**config.mk**
```make
export PLATFORM = sky130hd
export DESIGN_NAME = ice51
export DESIGN_NICKNAME = d
export VERILOG_FILES = /design/src/rtl/ice51_pkg.sv /design/src/rtl/code_ram.sv /design/src/rtl/cpu_control.sv /design/src/rtl/cpu_datapath.sv /design/src/rtl/ice51.sv /design/src/rtl/uart_rx.sv /design/src/rtl/uart_tx.sv
export SDC_FILE = /design/constraint.sdc
export NUM_CORES = 2
export LEC_CHECK = 0
export ABC_AREA = 1
export BUFFER_PORTS_ARGS = -buffer_cell sky130_fd_sc_hd__buf_2
export CAP_MARGIN = 20
export CORE_MARGIN = 3
export CORE_UTILIZATION = 40
export CTS_CLUSTER_SIZE = 28
export DETAILED_ROUTE_END_ITERATION = 6
export GPL_ROUTABILITY_DRIVEN = 0
export MAX_ROUTING_LAYER = met4
export PLACE_DENSITY = 0.66
export SETUP_SLACK_MARGIN = 0.15
export SYNTH_ARGS = -nofsm -noshare
export SYNTH_HDL_FRONTEND = slang
export SYNTH_SLANG_ARGS = --single-unit
```
**constraint.sdc**
```tcl
create_clock -name i_clk -period 6.9 [get_ports i_clk]
set_input_delay 0.345 -clock i_clk [delete_from_list [all_inputs] [get_ports i_clk]]
set_output_delay 0.345 -clock i_clk [all_outputs]
set_load 0.02 [all_outputs]
```
**src/rtl/ice51_pkg.sv**
```systemverilog
`default_nettype none

package ice51_pkg;

   ////////////////////////////////////////////////////////////////////////////
   // uart timing

   localparam int UART_CLKS_PER_BIT = 104;
   localparam int UART_CNT_W        = $clog2(UART_CLKS_PER_BIT + 1);
   localparam logic [UART_CNT_W-1:0] UART_FULL_CNT = UART_CNT_W'(UART_CLKS_PER_BIT);
   localparam logic [UART_CNT_W-1:0] UART_HALF_CNT = UART_CNT_W'(UART_CLKS_PER_BIT / 2);

   localparam logic [1:0] RX_IDLE  = 2'd0;
   localparam logic [1:0] RX_START = 2'd1;
   localparam logic [1:0] RX_DATA  = 2'd2;
   localparam logic [1:0] RX_STOP  = 2'd3;

   localparam logic [1:0] TX_IDLE  = 2'd0;
   localparam logic [1:0] TX_START = 2'd1;
   localparam logic [1:0] TX_SEND  = 2'd2;

   ////////////////////////////////////////////////////////////////////////////
   // code memory and io map

   localparam int CODE_AW    = 8;
   localparam int CODE_DEPTH = 2 ** CODE_AW;
   localparam logic [CODE_AW-1:0] CODE_LAST = CODE_AW'(CODE_DEPTH - 1);

   localparam logic [15:0] UART_TX_DATA_ADDR = 16'h0201;
   localparam logic [15:0] UART_TX_STAT_ADDR = 16'h0200;

   // sequencer
   localparam logic [2:0] ST_FETCH   = 3'd0;
   localparam logic [2:0] ST_DECODE0 = 3'd1;
   localparam logic [2:0] ST_DECODE1 = 3'd2;
   localparam logic [2:0] ST_DECODE2 = 3'd3;
   localparam logic [2:0] ST_EXECUTE = 3'd4;

   ////////////////////////////////////////////////////////////////////////////
   // opcodes

   localparam logic [7:0] OP_LJMP   = 8'h02;
   localparam logic [7:0] OP_INCA   = 8'h04;
   localparam logic [7:0] OP_RRC    = 8'h13;
   localparam logic [7:0] OP_DECA   = 8'h14;
   localparam logic [7:0] OP_RL     = 8'h23;
   localparam logic [7:0] OP_ADDAI  = 8'h24;
   localparam logic [7:0] OP_RLC    = 8'h33;
   localparam logic [7:0] OP_ADDCI  = 8'h34;
   localparam logic [7:0] OP_JC     = 8'h40;
   localparam logic [7:0] OP_ORLAI  = 8'h44;
   localparam logic [7:0] OP_JNC    = 8'h50;
   localparam logic [7:0] OP_ANLAI  = 8'h54;
   localparam logic [7:0] OP_JZ     = 8'h60;
   localparam logic [7:0] OP_XRLAI  = 8'h64;
   localparam logic [7:0] OP_JNZ    = 8'h70;
   localparam logic [7:0] OP_MOVAI  = 8'h74;
   localparam logic [7:0] OP_SJMP   = 8'h80;
   localparam logic [7:0] OP_MOVDP  = 8'h90;  // mov dptr,#imm16
   localparam logic [7:0] OP_MOVC   = 8'h93;  // movc a,@a+dptr
   localparam logic [7:0] OP_SUBBAI = 8'h94;
   localparam logic [7:0] OP_CLRC   = 8'hC3;
   localparam logic [7:0] OP_SETBC  = 8'hD3;
   localparam logic [7:0] OP_MOVXAD = 8'hE0;  // movx a,@dptr
   localparam logic [7:0] OP_CLRA   = 8'hE4;
   localparam logic [7:0] OP_MOVXDA = 8'hF0;  // movx @dptr,a
   localparam logic [7:0] OP_CPLA   = 8'hF4;

   // upper five opcode bits of the Rn forms
   localparam logic [4:0] OPG_INCR  = 5'h01;
   localparam logic [4:0] OPG_DECR  = 5'h03;
   localparam logic [4:0] OPG_ADDR  = 5'h05;
   localparam logic [4:0] OPG_ADDCR = 5'h07;
   localparam logic [4:0] OPG_MOVRI = 5'h0F;
   localparam logic [4:0] OPG_SUBBR = 5'h13;
   localparam logic [4:0] OPG_DJNZR = 5'h1B;
   localparam logic [4:0] OPG_MOVAR = 5'h1D;
   localparam logic [4:0] OPG_MOVRA = 5'h1F;

   ////////////////////////////////////////////////////////////////////////////
   // shared types

   typedef union packed {
      logic [7:0] full;
      struct packed {
         logic [4:0] grp;
         logic [2:0] rn;
      } rf;
   } opcode_u;

   typedef struct packed {
      logic               we;
      logic [CODE_AW-1:0] addr;
      logic [7:0]         data;
   } code_wr_t;

   typedef struct packed {
      logic       stb;
      opcode_u    op;
      logic [7:0] op1;
      logic [7:0] op2;
   } exec_t;

   typedef struct packed {
      logic               acc_zero;
      logic               carry;
      logic               djnz_nonzero;
      logic [CODE_AW-1:0] tbl_addr;
   } dp_flags_t;

   typedef struct packed {
      logic       stb;
      logic [7:0] data;
   } tx_req_t;

endpackage

`default_nettype wire

```
**src/rtl/code_ram.sv**
```systemverilog
`timescale 1ns/100ps
`default_nettype none

module code_ram (
   input  wire                            i_clk,
   input  wire                            i_nrst,
   input  wire                            i_byte_vld,
   input  wire  [7:0]                     i_byte,
   input  wire  [ice51_pkg::CODE_AW-1:0]  i_raddr,
   output logic [7:0]                     o_rdata,
   output logic                           o_load_done
);

   logic [7:0]                    mem [ice51_pkg::CODE_DEPTH];
   logic [ice51_pkg::CODE_AW-1:0] load_cnt;
   ice51_pkg::code_wr_t           wr;

   // loader write closed once the image is in
   assign wr = {i_byte_vld & ~o_load_done, load_cnt, i_byte};

   always_ff @(posedge i_clk) begin
      if (wr.we)
         mem[wr.addr] <= wr.data;
   end

   always_ff @(posedge i_clk or negedge i_nrst) begin
      if (!i_nrst) begin
         load_cnt    <= '0;
         o_load_done <= 1'b0;
      end else if (wr.we) begin
         load_cnt <= load_cnt + 1'b1;
         if (load_cnt == ice51_pkg::CODE_LAST)
            o_load_done <= 1'b1;  // sticky until reset
      end
   end

   assign o_rdata = mem[i_raddr];  // async fetch port

endmodule

`default_nettype wire

```
**src/rtl/cpu_control.sv**
```systemverilog
`timescale 1ns/100ps
`default_nettype none

module cpu_control (
   input  wire                             i_clk,
   input  wire                             i_nrst,
   input  wire                             i_load_done,
   input  wire  [7:0]                      i_code,
   input  wire ice51_pkg::dp_flags_t       i_flags,
   output logic [ice51_pkg::CODE_AW-1:0]   o_code_addr,
   output ice51_pkg::exec_t                o_exec
);

   logic [2:0]                    state;
   logic [ice51_pkg::CODE_AW-1:0] pc;
   logic [ice51_pkg::CODE_AW-1:0] pc_exec;
   ice51_pkg::opcode_u            op_q;
   logic [7:0]                    op1_q;
   logic [7:0]                    op2_q;
   logic [15:0]                   ljmp_tgt;
   logic                          taken;
   logic                          tbl_fetch;

   // instruction length in bytes
   function automatic logic [1:0] op_len(ice51_pkg::opcode_u op);
      logic [1:0] len;
      len = 2'd1;
      case (op.full)
         ice51_pkg::OP_LJMP,
         ice51_pkg::OP_MOVDP:  len = 2'd3;
         ice51_pkg::OP_ADDAI,
         ice51_pkg::OP_ADDCI,
         ice51_pkg::OP_SUBBAI,
         ice51_pkg::OP_ANLAI,
         ice51_pkg::OP_ORLAI,
         ice51_pkg::OP_XRLAI,
         ice51_pkg::OP_MOVAI,
         ice51_pkg::OP_SJMP,
         ice51_pkg::OP_JZ,
         ice51_pkg::OP_JNZ,
         ice51_pkg::OP_JC,
         ice51_pkg::OP_JNC,
         ice51_pkg::OP_MOVC:   len = 2'd2;  // movc spends its second cycle on the table
         default: ;
      endcase
      if ((op.rf.grp == ice51_pkg::OPG_MOVRI) || (op.rf.grp == ice51_pkg::OPG_DJNZR))
         len = 2'd2;
      return len;
   endfunction

   ////////////////////////////////////////////////////////////////////////////
   // fetch address

   assign tbl_fetch   = (state == ice51_pkg::ST_DECODE1) && (op_q.full == ice51_pkg::OP_MOVC);
   assign o_code_addr = tbl_fetch ? i_flags.tbl_addr : pc;

   ////////////////////////////////////////////////////////////////////////////
   // branch decision with pc already past the instruction

   always_comb begin
      case (op_q.full)
         ice51_pkg::OP_SJMP: taken = 1'b1;
         ice51_pkg::OP_JZ:   taken = i_flags.acc_zero;
         ice51_pkg::OP_JNZ:  taken = ~i_flags.acc_zero;
         ice51_pkg::OP_JC:   taken = i_flags.carry;
         ice51_pkg::OP_JNC:  taken = ~i_flags.carry;
         default: taken = (op_q.rf.grp == ice51_pkg::OPG_DJNZR) & i_flags.djnz_nonzero;
      endcase
   end

   assign ljmp_tgt = {op1_q, op2_q};  // high byte first
   assign pc_exec  = (op_q.full == ice51_pkg::OP_LJMP) ? ljmp_tgt[ice51_pkg::CODE_AW-1:0] :
                     taken ? pc + op1_q[ice51_pkg::CODE_AW-1:0] :  // signed rel wraps
                             pc;

   ////////////////////////////////////////////////////////////////////////////
   // sequencer

   always_ff @(posedge i_clk or negedge i_nrst) begin
      if (!i_nrst) begin
         state <= ice51_pkg::ST_FETCH;
         pc    <= '0;
         op_q  <= '0;
         op1_q <= '0;
         op2_q <= '0;
      end else begin
         case (state)
            ice51_pkg::ST_FETCH: if (i_load_done)
               state <= ice51_pkg::ST_DECODE0;
            ice51_pkg::ST_DECODE0: begin
               op_q  <= i_code;
               pc    <= pc + 1'b1;
               state <= (op_len(i_code) == 2'd1) ? ice51_pkg::ST_EXECUTE :
                                                   ice51_pkg::ST_DECODE1;
            end
            ice51_pkg::ST_DECODE1: begin
               op1_q <= i_code;
               if (!tbl_fetch)
                  pc <= pc + 1'b1;
               state <= (op_len(op_q) == 2'd3) ? ice51_pkg::ST_DECODE2 :
                                                 ice51_pkg::ST_EXECUTE;
            end
            ice51_pkg::ST_DECODE2: begin
               op2_q <= i_code;
               pc    <= pc + 1'b1;
               state <= ice51_pkg::ST_EXECUTE;
            end
            ice51_pkg::ST_EXECUTE: begin
               pc    <= pc_exec;
               state <= ice51_pkg::ST_FETCH;
            end
            default: state <= ice51_pkg::ST_FETCH;
         endcase
      end
   end

   assign o_exec = {state == ice51_pkg::ST_EXECUTE, op_q, op1_q, op2_q};

endmodule

`default_nettype wire

```
**src/rtl/cpu_datapath.sv**
```systemverilog
`timescale 1ns/100ps
`default_nettype none

module cpu_datapath (
   input  wire                        i_clk,
   input  wire                        i_nrst,
   input  wire ice51_pkg::exec_t      i_exec,
   input  wire                        i_tx_busy,
   output ice51_pkg::dp_flags_t       o_flags,
   output ice51_pkg::tx_req_t         o_tx_req
);

   ice51_pkg::opcode_u op;
   logic [7:0]         acc;
   logic [7:0]         acc_nxt;
   logic               carry;
   logic               carry_nxt;
   logic [15:0]        dptr;
   logic [7:0]         r [8];
   logic [7:0]         rn_val;
   logic [7:0]         rn_wdata;
   logic               rn_we;
   logic [7:0]         alu_b;
   logic               cin;
   logic [8:0]         sum;
   logic [8:0]         diff;
   logic [15:0]        tbl_sum;

   assign op     = i_exec.op;
   assign rn_val = r[op.rf.rn];

   ////////////////////////////////////////////////////////////////////////////
   // alu

   // bit 3 marks the Rn forms of add, addc and subb
   assign alu_b = op.full[3] ? rn_val : i_exec.op1;
   assign cin   = carry & ((op.full == ice51_pkg::OP_ADDCI) ||
                           (op.rf.grp == ice51_pkg::OPG_ADDCR));
   assign sum   = {1'b0, acc} + {1'b0, alu_b} + {8'd0, cin};
   assign diff  = {1'b0, acc} - {1'b0, alu_b} - {8'd0, carry};  // bit 8 is the borrow

   always_comb begin
      acc_nxt   = acc;
      carry_nxt = carry;
      case (op.full)
         ice51_pkg::OP_INCA:  acc_nxt = acc + 8'd1;
         ice51_pkg::OP_DECA:  acc_nxt = acc - 8'd1;
         ice51_pkg::OP_ADDAI,
         ice51_pkg::OP_ADDCI: begin
            acc_nxt   = sum[7:0];
            carry_nxt = sum[8];
         end
         ice51_pkg::OP_SUBBAI: begin
            acc_nxt   = diff[7:0];
            carry_nxt = diff[8];
         end
         ice51_pkg::OP_ANLAI: acc_nxt = acc & i_exec.op1;
         ice51_pkg::OP_ORLAI: acc_nxt = acc | i_exec.op1;
         ice51_pkg::OP_XRLAI: acc_nxt = acc ^ i_exec.op1;
         ice51_pkg::OP_CPLA:  acc_nxt = ~acc;
         ice51_pkg::OP_CLRA:  acc_nxt = 8'd0;
         ice51_pkg::OP_MOVAI,
         ice51_pkg::OP_MOVC:  acc_nxt = i_exec.op1;  // movc byte arrives as op1
         ice51_pkg::OP_RL:    acc_nxt = {acc[6:0], acc[7]};
         ice51_pkg::OP_RLC: begin
            acc_nxt   = {acc[6:0], carry};
            carry_nxt = acc[7];
         end
         ice51_pkg::OP_RRC: begin
            acc_nxt   = {carry, acc[7:1]};
            carry_nxt = acc[0];
         end
         ice51_pkg::OP_CLRC:  carry_nxt = 1'b0;
         ice51_pkg::OP_SETBC: carry_nxt = 1'b1;
         // tx status read with zero for other addresses
         ice51_pkg::OP_MOVXAD:
            acc_nxt = {7'd0, i_tx_busy & (dptr == ice51_pkg::UART_TX_STAT_ADDR)};
         default: ;
      endcase
      case (op.rf.grp)
         ice51_pkg::OPG_ADDR,
         ice51_pkg::OPG_ADDCR: begin
            acc_nxt   = sum[7:0];
            carry_nxt = sum[8];
         end
         ice51_pkg::OPG_SUBBR: begin
            acc_nxt   = diff[7:0];
            carry_nxt = diff[8];
         end
         ice51_pkg::OPG_MOVAR: acc_nxt = rn_val;
         default: ;
      endcase
   end

   ////////////////////////////////////////////////////////////////////////////
   // register file write

   always_comb begin
      rn_we    = 1'b1;
      rn_wdata = rn_val;
      case (op.rf.grp)
         ice51_pkg::OPG_MOVRI: rn_wdata = i_exec.op1;
         ice51_pkg::OPG_MOVRA: rn_wdata = acc;
         ice51_pkg::OPG_INCR:  rn_wdata = rn_val + 8'd1;
         ice51_pkg::OPG_DECR,
         ice51_pkg::OPG_DJNZR: rn_wdata = rn_val - 8'd1;
         default: rn_we = 1'b0;
      endcase
   end

   // architectural state moves only on the execute strobe
   always_ff @(posedge i_clk or negedge i_nrst) begin
      if (!i_nrst) begin
         acc   <= '0;
         carry <= 1'b0;
         dptr  <= '0;
         for (int i = 0; i < 8; i++)
            r[i] <= '0;
      end else if (i_exec.stb) begin
         acc   <= acc_nxt;
         carry <= carry_nxt;
         if (op.full == ice51_pkg::OP_MOVDP)
            dptr <= {i_exec.op1, i_exec.op2};
         if (rn_we)
            r[op.rf.rn] <= rn_wdata;
      end
   end

   ////////////////////////////////////////////////////////////////////////////
   // flags and tx mapping

   assign tbl_sum = {8'd0, acc} + dptr;
   assign o_flags = {acc == 8'd0, carry, rn_val != 8'd1,  // djnz sees Rn before decrement
                     tbl_sum[ice51_pkg::CODE_AW-1:0]};

   assign o_tx_req = {i_exec.stb && (op.full == ice51_pkg::OP_MOVXDA) &&
                      (dptr == ice51_pkg::UART_TX_DATA_ADDR), acc};

endmodule

`default_nettype wire

```
**src/rtl/ice51.sv**
```systemverilog
`timescale 1ns/100ps
`default_nettype none

module ice51 (
   input  wire  i_clk,
   input  wire  i_nrst,
   input  wire  i_uart_rx,
   output logic o_uart_tx
);

   logic                          rx_vld;
   logic [7:0]                    rx_byte;
   logic                          load_done;
   logic [ice51_pkg::CODE_AW-1:0] code_addr;
   logic [7:0]                    code_data;
   ice51_pkg::exec_t              exec;
   ice51_pkg::dp_flags_t          flags;
   ice51_pkg::tx_req_t            tx_req;
   logic                          tx_busy;

   uart_rx u_uart_rx (
      .i_clk       (i_clk),
      .i_nrst      (i_nrst),
      .i_rx        (i_uart_rx),
      .o_byte_vld  (rx_vld),
      .o_byte      (rx_byte)
   );

   code_ram u_code_ram (
      .i_clk       (i_clk),
      .i_nrst      (i_nrst),
      .i_byte_vld  (rx_vld),
      .i_byte      (rx_byte),
      .i_raddr     (code_addr),
      .o_rdata     (code_data),
      .o_load_done (load_done)
   );

   cpu_control u_cpu_control (
      .i_clk       (i_clk),
      .i_nrst      (i_nrst),
      .i_load_done (load_done),
      .i_code      (code_data),
      .i_flags     (flags),
      .o_code_addr (code_addr),
      .o_exec      (exec)
   );

   cpu_datapath u_cpu_datapath (
      .i_clk       (i_clk),
      .i_nrst      (i_nrst),
      .i_exec      (exec),
      .i_tx_busy   (tx_busy),
      .o_flags     (flags),
      .o_tx_req    (tx_req)
   );

   uart_tx u_uart_tx (
      .i_clk       (i_clk),
      .i_nrst      (i_nrst),
      .i_req       (tx_req),
      .o_tx        (o_uart_tx),
      .o_busy      (tx_busy)
   );

endmodule

`default_nettype wire

```
**src/rtl/uart_rx.sv**
```systemverilog
`timescale 1ns/100ps
`default_nettype none

module uart_rx (
   input  wire         i_clk,
   input  wire         i_nrst,
   input  wire         i_rx,
   output logic        o_byte_vld,
   output logic  [7:0] o_byte
);

   logic                              rx_meta;
   logic                              rx_sync;
   logic [1:0]                        state;
   logic [ice51_pkg::UART_CNT_W-1:0] cnt;
   logic [7:0]                        shreg;
   logic                              half_end;
   logic                              bit_end;

   // two flop synchronizer for a line that idles high
   always_ff @(posedge i_clk or negedge i_nrst) begin
      if (!i_nrst) begin
         rx_meta <= 1'b1;
         rx_sync <= 1'b1;
      end else begin
         rx_meta <= i_rx;
         rx_sync <= rx_meta;
      end
   end

   assign half_end = (state == ice51_pkg::RX_START) && (cnt == ice51_pkg::UART_HALF_CNT);
   assign bit_end  = (cnt == ice51_pkg::UART_FULL_CNT);

   always_ff @(posedge i_clk or negedge i_nrst) begin
      if (!i_nrst)
         cnt <= '0;
      else if ((state == ice51_pkg::RX_IDLE) || half_end || bit_end)
         cnt <= '0;
      else
         cnt <= cnt + 1'b1;
   end

   always_ff @(posedge i_clk or negedge i_nrst) begin
      if (!i_nrst) begin
         state      <= ice51_pkg::RX_IDLE;
         shreg      <= '0;
         o_byte_vld <= 1'b0;
      end else begin
         o_byte_vld <= 1'b0;
         case (state)
            ice51_pkg::RX_IDLE: if (!rx_sync) begin
               state <= ice51_pkg::RX_START;
               shreg <= 8'h80;  // marker falls out after 8 bits
            end
            // drop glitches at mid start bit
            ice51_pkg::RX_START: if (half_end)
               state <= rx_sync ? ice51_pkg::RX_IDLE : ice51_pkg::RX_DATA;
            ice51_pkg::RX_DATA: if (bit_end) begin
               shreg <= {rx_sync, shreg[7:1]};  // lsb first
               if (shreg[0])
                  state <= ice51_pkg::RX_STOP;
            end
            default: if (bit_end) begin
               state      <= ice51_pkg::RX_IDLE;
               o_byte_vld <= 1'b1;
            end
         endcase
      end
   end

   assign o_byte = shreg;

endmodule

`default_nettype wire

```
**src/rtl/uart_tx.sv**
```systemverilog
`timescale 1ns/100ps
`default_nettype none

module uart_tx (
   input  wire                  i_clk,
   input  wire                  i_nrst,
   input  wire ice51_pkg::tx_req_t i_req,
   output logic                 o_tx,
   output logic                 o_busy
);

   logic [1:0]                        state;
   logic [ice51_pkg::UART_CNT_W-1:0] cnt;
   logic [3:0]                        bit_cnt;
   logic [7:0]                        shreg;
   logic                              bit_end;

   assign bit_end = (cnt == ice51_pkg::UART_FULL_CNT);

   // bit timer held at zero while idle
   always_ff @(posedge i_clk or negedge i_nrst) begin
      if (!i_nrst)
         cnt <= '0;
      else if ((state == ice51_pkg::TX_IDLE) || bit_end)
         cnt <= '0;
      else
         cnt <= cnt + 1'b1;
   end

   always_ff @(posedge i_clk or negedge i_nrst) begin
      if (!i_nrst) begin
         state   <= ice51_pkg::TX_IDLE;
         bit_cnt <= '0;
         shreg   <= 8'hFF;
      end else begin
         case (state)
            ice51_pkg::TX_IDLE: begin
               bit_cnt <= '0;
               if (i_req.stb) begin  // only accepted here
                  shreg <= i_req.data;
                  state <= ice51_pkg::TX_START;
               end
            end
            ice51_pkg::TX_START: if (bit_end)
               state <= ice51_pkg::TX_SEND;
            ice51_pkg::TX_SEND: if (bit_end) begin
               shreg   <= {1'b1, shreg[7:1]};  // ones behind become the stop bit
               bit_cnt <= bit_cnt + 1'b1;
               if (bit_cnt == 4'd8)
                  state <= ice51_pkg::TX_IDLE;
            end
            default: state <= ice51_pkg::TX_IDLE;
         endcase
      end
   end

   assign o_tx   = (state == ice51_pkg::TX_IDLE)  ? 1'b1 :
                   (state == ice51_pkg::TX_START) ? 1'b0 : shreg[0];
   assign o_busy = (state != ice51_pkg::TX_IDLE);

endmodule

`default_nettype wire

```
* Word level (Yosys, flattened, before mapping)
Memory sizes are Yosys's and may differ from the RTL's.
Cells that the tools add are included.
** Cells by class
- Multiplexer cells :: 57
- Reduce and logical (&&, ||, !) cells :: 44
- Bitwise logic cells :: 12
- Equal/unequal tests :: 81
- Magnitude comparators :: 2
- Div/mod/pow operators :: 0
- $add $sub $neg :: 15
- Shift operators :: 0
- Multipliers :: 0
** Operator list (number)
- $eq A8 B7 Y1 const B :: 16
- $eq A8 B8 Y1 const B :: 15
- $pmux W8 S14 :: 1
- $mux W8 :: 12
- $bwmux W64 :: 1
- $eq A8 B6 Y1 const B :: 6
- $pmux W8 S3 :: 2
- $add A8 B1 Y8 const B :: 4
- $eq A16 B10 Y1 const B :: 2
- $pmux W8 S2 :: 2
- $pmux W8 S4 :: 1
- $mux W2 :: 14
- $reduce_or A13 Y1 :: 2
- $eq A5 B5 Y1 const B :: 5
- $bmux W8 S3 :: 1
- $demux W8 S3 :: 1
- $reduce_bool A17 Y1 :: 1
- $add A8 B8 Y8 :: 2
- $eq A8 B2 Y1 const B :: 2
- $eq A8 B5 Y1 const B :: 2
- $sub A8 B1 Y8 const B :: 2
- $add A7 B1 Y7 const B :: 2
- $eq A7 B7 Y1 const B :: 2
- $mux W7 :: 2
- 55 further kinds :: 111
** Word-level totals
- Latch bits :: 0
- Memory bits (read-only) :: 0
- Logic and storage cells :: 240
- RAM bits :: 2048
- Register bits after elaboration :: 174
- Input port bits :: 3
- Output and inout bits :: 1
- Memories kept :: 1
** Memory list
- u_code_ram.mem :: depth 256, width 8, rd ports 1, clocked after Yosys merged registers in 0, write ports 1, line code_ram.sv:14 : logic [7:0] mem [ice51_pkg::CODE_DEPTH];

* Logic depth before layout (Yosys ltp)
An unclocked memory read counts as a cell.
- Depth after elaboration :: 12
- Gate-level depth with buffers :: 31
- Depth with buffers taken out :: 28

* Cells and area by module
From an unflattened synthesis, not the netlist that was laid out.
** Second synthesis, totals
- Cells, all modules :: 8739
- Area total of the unflattened synthesis :: 95561.7 um^2
** Modules (own cells, without submodules)
- code_ram :: cells each 7022, area an instance 83570.2 um^2, times used 1, seq. area each 61724.2 um^2
- cpu_datapath :: cells each 1124, area an instance 7490.9 um^2, times used 1, seq. area each 2227.1 um^2
- cpu_control :: cells each 320, area an instance 2339.7 um^2, times used 1, seq. area each 875.8 um^2
- uart_tx :: cells each 163, area an instance 1193.6 um^2, times used 1, seq. area each 535.5 um^2
- uart_rx :: cells each 110, area an instance 967.2 um^2, times used 1, seq. area each 503.0 um^2

* Worst setup path before layout
Ideal clock, no wire load.
- Kind :: reg2reg
- From :: reg u_uart_rx.shreg[7] (netlist: u_uart_rx.o_byte[7])
- To :: mem u_code_ram.mem[0][7], data pin
- Setup slack :: 2895 ps
- Stages on the path, launching flop included :: 1
- Arrival time :: 3198 ps
- Required time :: 6093 ps
- Setup time :: 807 ps
- Buffers on the path :: 0
- Period minus slack after synthesis :: 4005 ps
- Cell sequence :: dfrtp_1
** RTL lines
- start, declared :: line uart_rx.sv:16 : logic [7:0] shreg;
- start signal, assigned :: line uart_rx.sv:59 : shreg <= {rx_sync, shreg[7:1]};
- end, declared :: line code_ram.sv:14
Straight into the memory's write port.

* Final worst setup path
- From :: reg u_cpu_control.op_q[0] (netlist bit)
- To :: reg u_cpu_datapath.carry
** On the way
- Word-level cells in the longest chain between the ends :: 9
- Elaborated cells on any way between the ends :: 23
- Those cells by class :: 4 x add/sub; 7 x eq/ne; 6 x mux; 2 x bitwise; 4 x reduce/logical
** RTL lines
- start, declared :: line cpu_control.sv:17 : ice51_pkg::opcode_u op_q;
- start signal, assigned :: line cpu_control.sv:91 : op_q <= i_code;
- $not A3 Y4 (implied by the code) :: line cpu_datapath.sv:30 : assign rn_val = r[op.rf.rn];
- $bmux W8 S3 :: line cpu_datapath.sv:30
- $mux W8 (implied by the code) (2 in a row) :: line cpu_datapath.sv:30
- $mux W8 :: line cpu_datapath.sv:36 : assign alu_b = op.full[3] ? rn_val : i_exec.op1;
- $sub A8 B8 Y9 / $add A8 B8 Y9 (equally long branches) :: line cpu_datapath.sv:40, cpu_datapath.sv:39
- $sub A9 B1 Y9 / $add A9 B1 Y9 (equally long branches) :: line cpu_datapath.sv:40, cpu_datapath.sv:39
- $pmux W1 S6 :: line cpu_datapath.sv:45 : case (op.full)
- $pmux W1 S2 :: line cpu_datapath.sv:80 : case (op.rf.grp)
- end signal, assigned :: line cpu_datapath.sv:121 : carry <= carry_nxt;
- end, declared :: line cpu_datapath.sv:16 : logic carry;
Parallel ways exist; a longest one is shown, timed or not. The select of a mux whose other input is x is not followed.
A chain may end at the register's enable or synchronous reset.

==> qor.yml <==
sta:
  worst_pin_slew_ns: 1.241
  slew_violations: 0
  period_needed_ns: 5.733
  finalWorstSetupSlack_ns: 1.167
  fin_skew_ns: 0.07556
  hold_viol: 0
  setup_tns_ns: 0
  post-route-period-util: 0.8309
  slew_headroom: 0.1665
  finalSetupViolCount: 0
  fmax_mhz: 174.4
  rsz0062_at_grt: "no"
synthesis:
  async_flop_share: 0.07831
  ys_warn_count: 0
  synth_area_leaders: "edfxtp_1 (63%), nand2_1 (11%), nand3_1 (8.7%)"
  netlist_area_um2: 97200
  synth_area_leader_cell: "edfxtp_1"
  yosys.area.top_type_share: 0.6327
  ys.flop_type: "edfxtp_1"
  ys_seq_elements: 2222
  syn_nets: 9230
  synth.most_common_cell: "nand2_1"
  synth_edf_count: 2048
  synthesis.instances: 9149
  synth_cell_type_count: 63
  seq_area_frac_synth: 0.6776
  syn_avg_cell_area_um2: 10.62
  synth_common_cells: "nand2_1 (2899), edfxtp_1 (2048), nand3_1 (1683)"
drt:
  vias_per_cell: 5.472
  antenna_left: 0
  drt_wl_total_mm: 266.3
  first_pass_iters: 7
  wl_per_cell_um: 21.50
  drcViolationCount: 6
  initialDrtViolationCount: 8306
  vias: 67760
power:
  power.density_nw_per_um2: 246.5
  power.static_leakage_nw: 39.05
  vdd_drop_max_uv: 207.0
finish:
  nets: 9086
  area_delta_synth_final_pct: 10.70
  postLayoutCoreUtil: 0.4461
  drive_gt1_frac: 0.05798
  finalInstanceArea_um2: 107600
  fin_cells: 12380
clock_network:
  cts.htree.levels: 4
  cts.clk_slew.worst_paths_ns: 0.06
  ctsLongestPathBuffers: 3
  insertion_delay_ns: 0.88
  cts_root_buf: "clkbuf_16"
  cts_tree: "done"
  cts_buffers: 220
  cts_resized: 0
  cts_sinks: 2222
floorplan:
  io_pins: 4
  die_h_um: 499.0
  dieArea_um2: 249000
  core_area_um2: 241200
  rows: 180
  dieWidth_um: 499.0
  initial_core_util: 0.4030
place:
  dp.cells: 11960
  dpl.hpwl_mm: 155.3
  dpl_cell_area_um2: 100300
  pre_cts_ws_ns: 1.431
  portBuffers: 3
grt:
  grt_pass1_vias: 64570
  grt_pass1_wl_mm: 399.8
  grtUsageTotal: 0.2143
  grt_max_degree: 166
  grt-ovfl-total: 0
  antenna_found_initial: 5
worst_setup_path:
  cpMaxStageDelayCell: "dfrtp_1"
  cp_data_arrival_time_ns: 6.40
  path_class: "reg -> reg"
  cp.required_ns: 7.56
  worstSetupStartpointType: "flip-flop"
  cp_max_fo: 23
  slowest_delay_ns: 0.94
  ff2ff_setup_slack_ns: 1.17
  cp-end-kind: "flip-flop"
  cp_cell_sequence: "nor2_1, inv_1, o22ai_1, nand2_1, o21ai_0, a221oi_1, inv_1, o21ai_0, fa_1, nor2_1, o21bai_1, a21oi_1, o21ai_0, a21oi_1, nor2_1, nor2_1, xnor2_1, o221a_2, nor2_1, o21ai_0, o21ai_0"
status:
  status: "finished, violations left"
  violations: "design-rule violations"
flow_run:
  maxCapViolations: 0
hold_path:
  hold_class: "in -> reg"
repair_timing:
item | CTS | global route
hold buffers | 2 | 0
endpoints found under the hold margin | 95 | 0
setup buffers | 0 | 0
where the power goes:
| group | switching (W) | total, W | internal [W] |
|---|---|---|---|
| clock | 0.00518 | 0.0120 | 0.00683 |
| sequential | 0.000000285 | 0.0145 | 0.0145 |
| combinational | 0.0000210 | 0.0000230 | 0.00000198 |
| total | 0.00520 | 0.0265 | 0.0213 |
placed cells by master (no fill, tap or decap), types with 8 or more instances in the layout:
master / n
a21oi_1: 52
a221oi_1: 9
a22oi_1: 11
buf_12: 40
buf_4: 100
bufinv_16: 22
clkbuf_1: 38
clkbuf_16: 224
clkinv_1: 56
clkinv_2: 47
clkinvlp_4: 10
dfrtp_1: 156
dfrtp_4: 8
dfstp_2: 10
edfxtp_1: 2048
ha_1: 71
inv_1: 691
inv_2: 8
nand2_1: 2897
nand3_1: 1683
nand3b_1: 26
nor2_1: 414
nor3_1: 26
nor4_1: 11
o2111ai_1: 9
o211ai_1: 121
o21ai_0: 191
o221ai_1: 13
o22ai_1: 23
xor2_1: 39
stage by stage:
stage | power [W] | hold slack, ns
2_1_floorplan | 0.01478 | 0.04941
3_3_place_gp | 0.01480 | 0.3474
3_5_place_dp | 0.01480 | 0.3503
4_1_cts | 0.02665 | 0.1002
5_1_grt | 0.02719 | 0.1261
6_report | 0.02653 | 0.1502
state kept, by name, summed over array words and instances, names as in the netlist, 7 cells and up:
name / flops
u_cpu_control.pc: 8
u_cpu_datapath.acc: 8
u_uart_rx.o_byte: 8
u_uart_rx.cnt: 7
u_cpu_control.op_q: 8
u_uart_tx.shreg: 8
u_cpu_control.op2_q: 8
u_code_ram.mem: 2048
u_cpu_control.op1_q: 8
u_uart_tx.cnt: 7
u_cpu_datapath.r: 64
u_code_ram.load_cnt: 8
u_cpu_datapath.dptr: 16
cells by family after synthesis:
group           after synthesis  share of synthesized area
compound gates              475                    0.03079
mux                           9                  0.0009654
simple gates               5097                     0.2215
fa+ha+maj                    78                    0.01058
flops                      2222                     0.6776
buf+inv                    1223                    0.05447
xor+xnor                     45                   0.004055
per-layer routing:
metal,vias up,track usage,part of all wire,wire length (um)
li1,30930,-,-,-
met1,32730,0.2825,0.40,107200
met2,3428,0.3293,0.46,122400
met3,670,0.03589,0.093,24710
met4,0,0.09052,0.045,11960
met5,-,-,0,0
final timing paths:
path                                            start                endpoint  cells past startpoint
worst max-delay path            u_cpu_control.op_q[0]    u_cpu_datapath.carry                     21
worst min register to register      u_uart_rx.rx_meta       u_uart_rx.rx_sync                      0
max in group asynchronous                      i_nrst  u_code_ram.o_load_done                      3
worst max register to register  u_cpu_control.op_q[0]    u_cpu_datapath.carry                     21
min in group asynchronous                      i_nrst    u_cpu_datapath.r[46]                      2
worst min-delay path                        i_uart_rx       u_uart_rx.rx_meta                      2
area by class of cell:
cell class | count | area [um^2]
Inverter | 708 | 2668
Fill cell | 21650 | 133600
Multi-Input combinational cell | 5704 | 26130
Tap cell | 3185 | 3985
Sequential cell | 2222 | 65900
Timing Repair Buffer | 149 | 1660
Clock inverter | 143 | 1434
Antenna cell | 5 | 12.51
Clock buffer | 267 | 5817
critical path, delay by kind of cell (launching register included):
family / cells / cell delay (ns)
buffers and inverters: 2 / 0.53
flip-flops: 1 / 0.94
AND/OR/NAND/NOR: 6 / 0.84
adder cells (fa/ha/maj): 1 / 0.36
AO/OA/AOI/OAI: 11 / 2.55
XOR/XNOR: 1 / 0.34
Note: power is estimated with default switching activity, not from simulation.
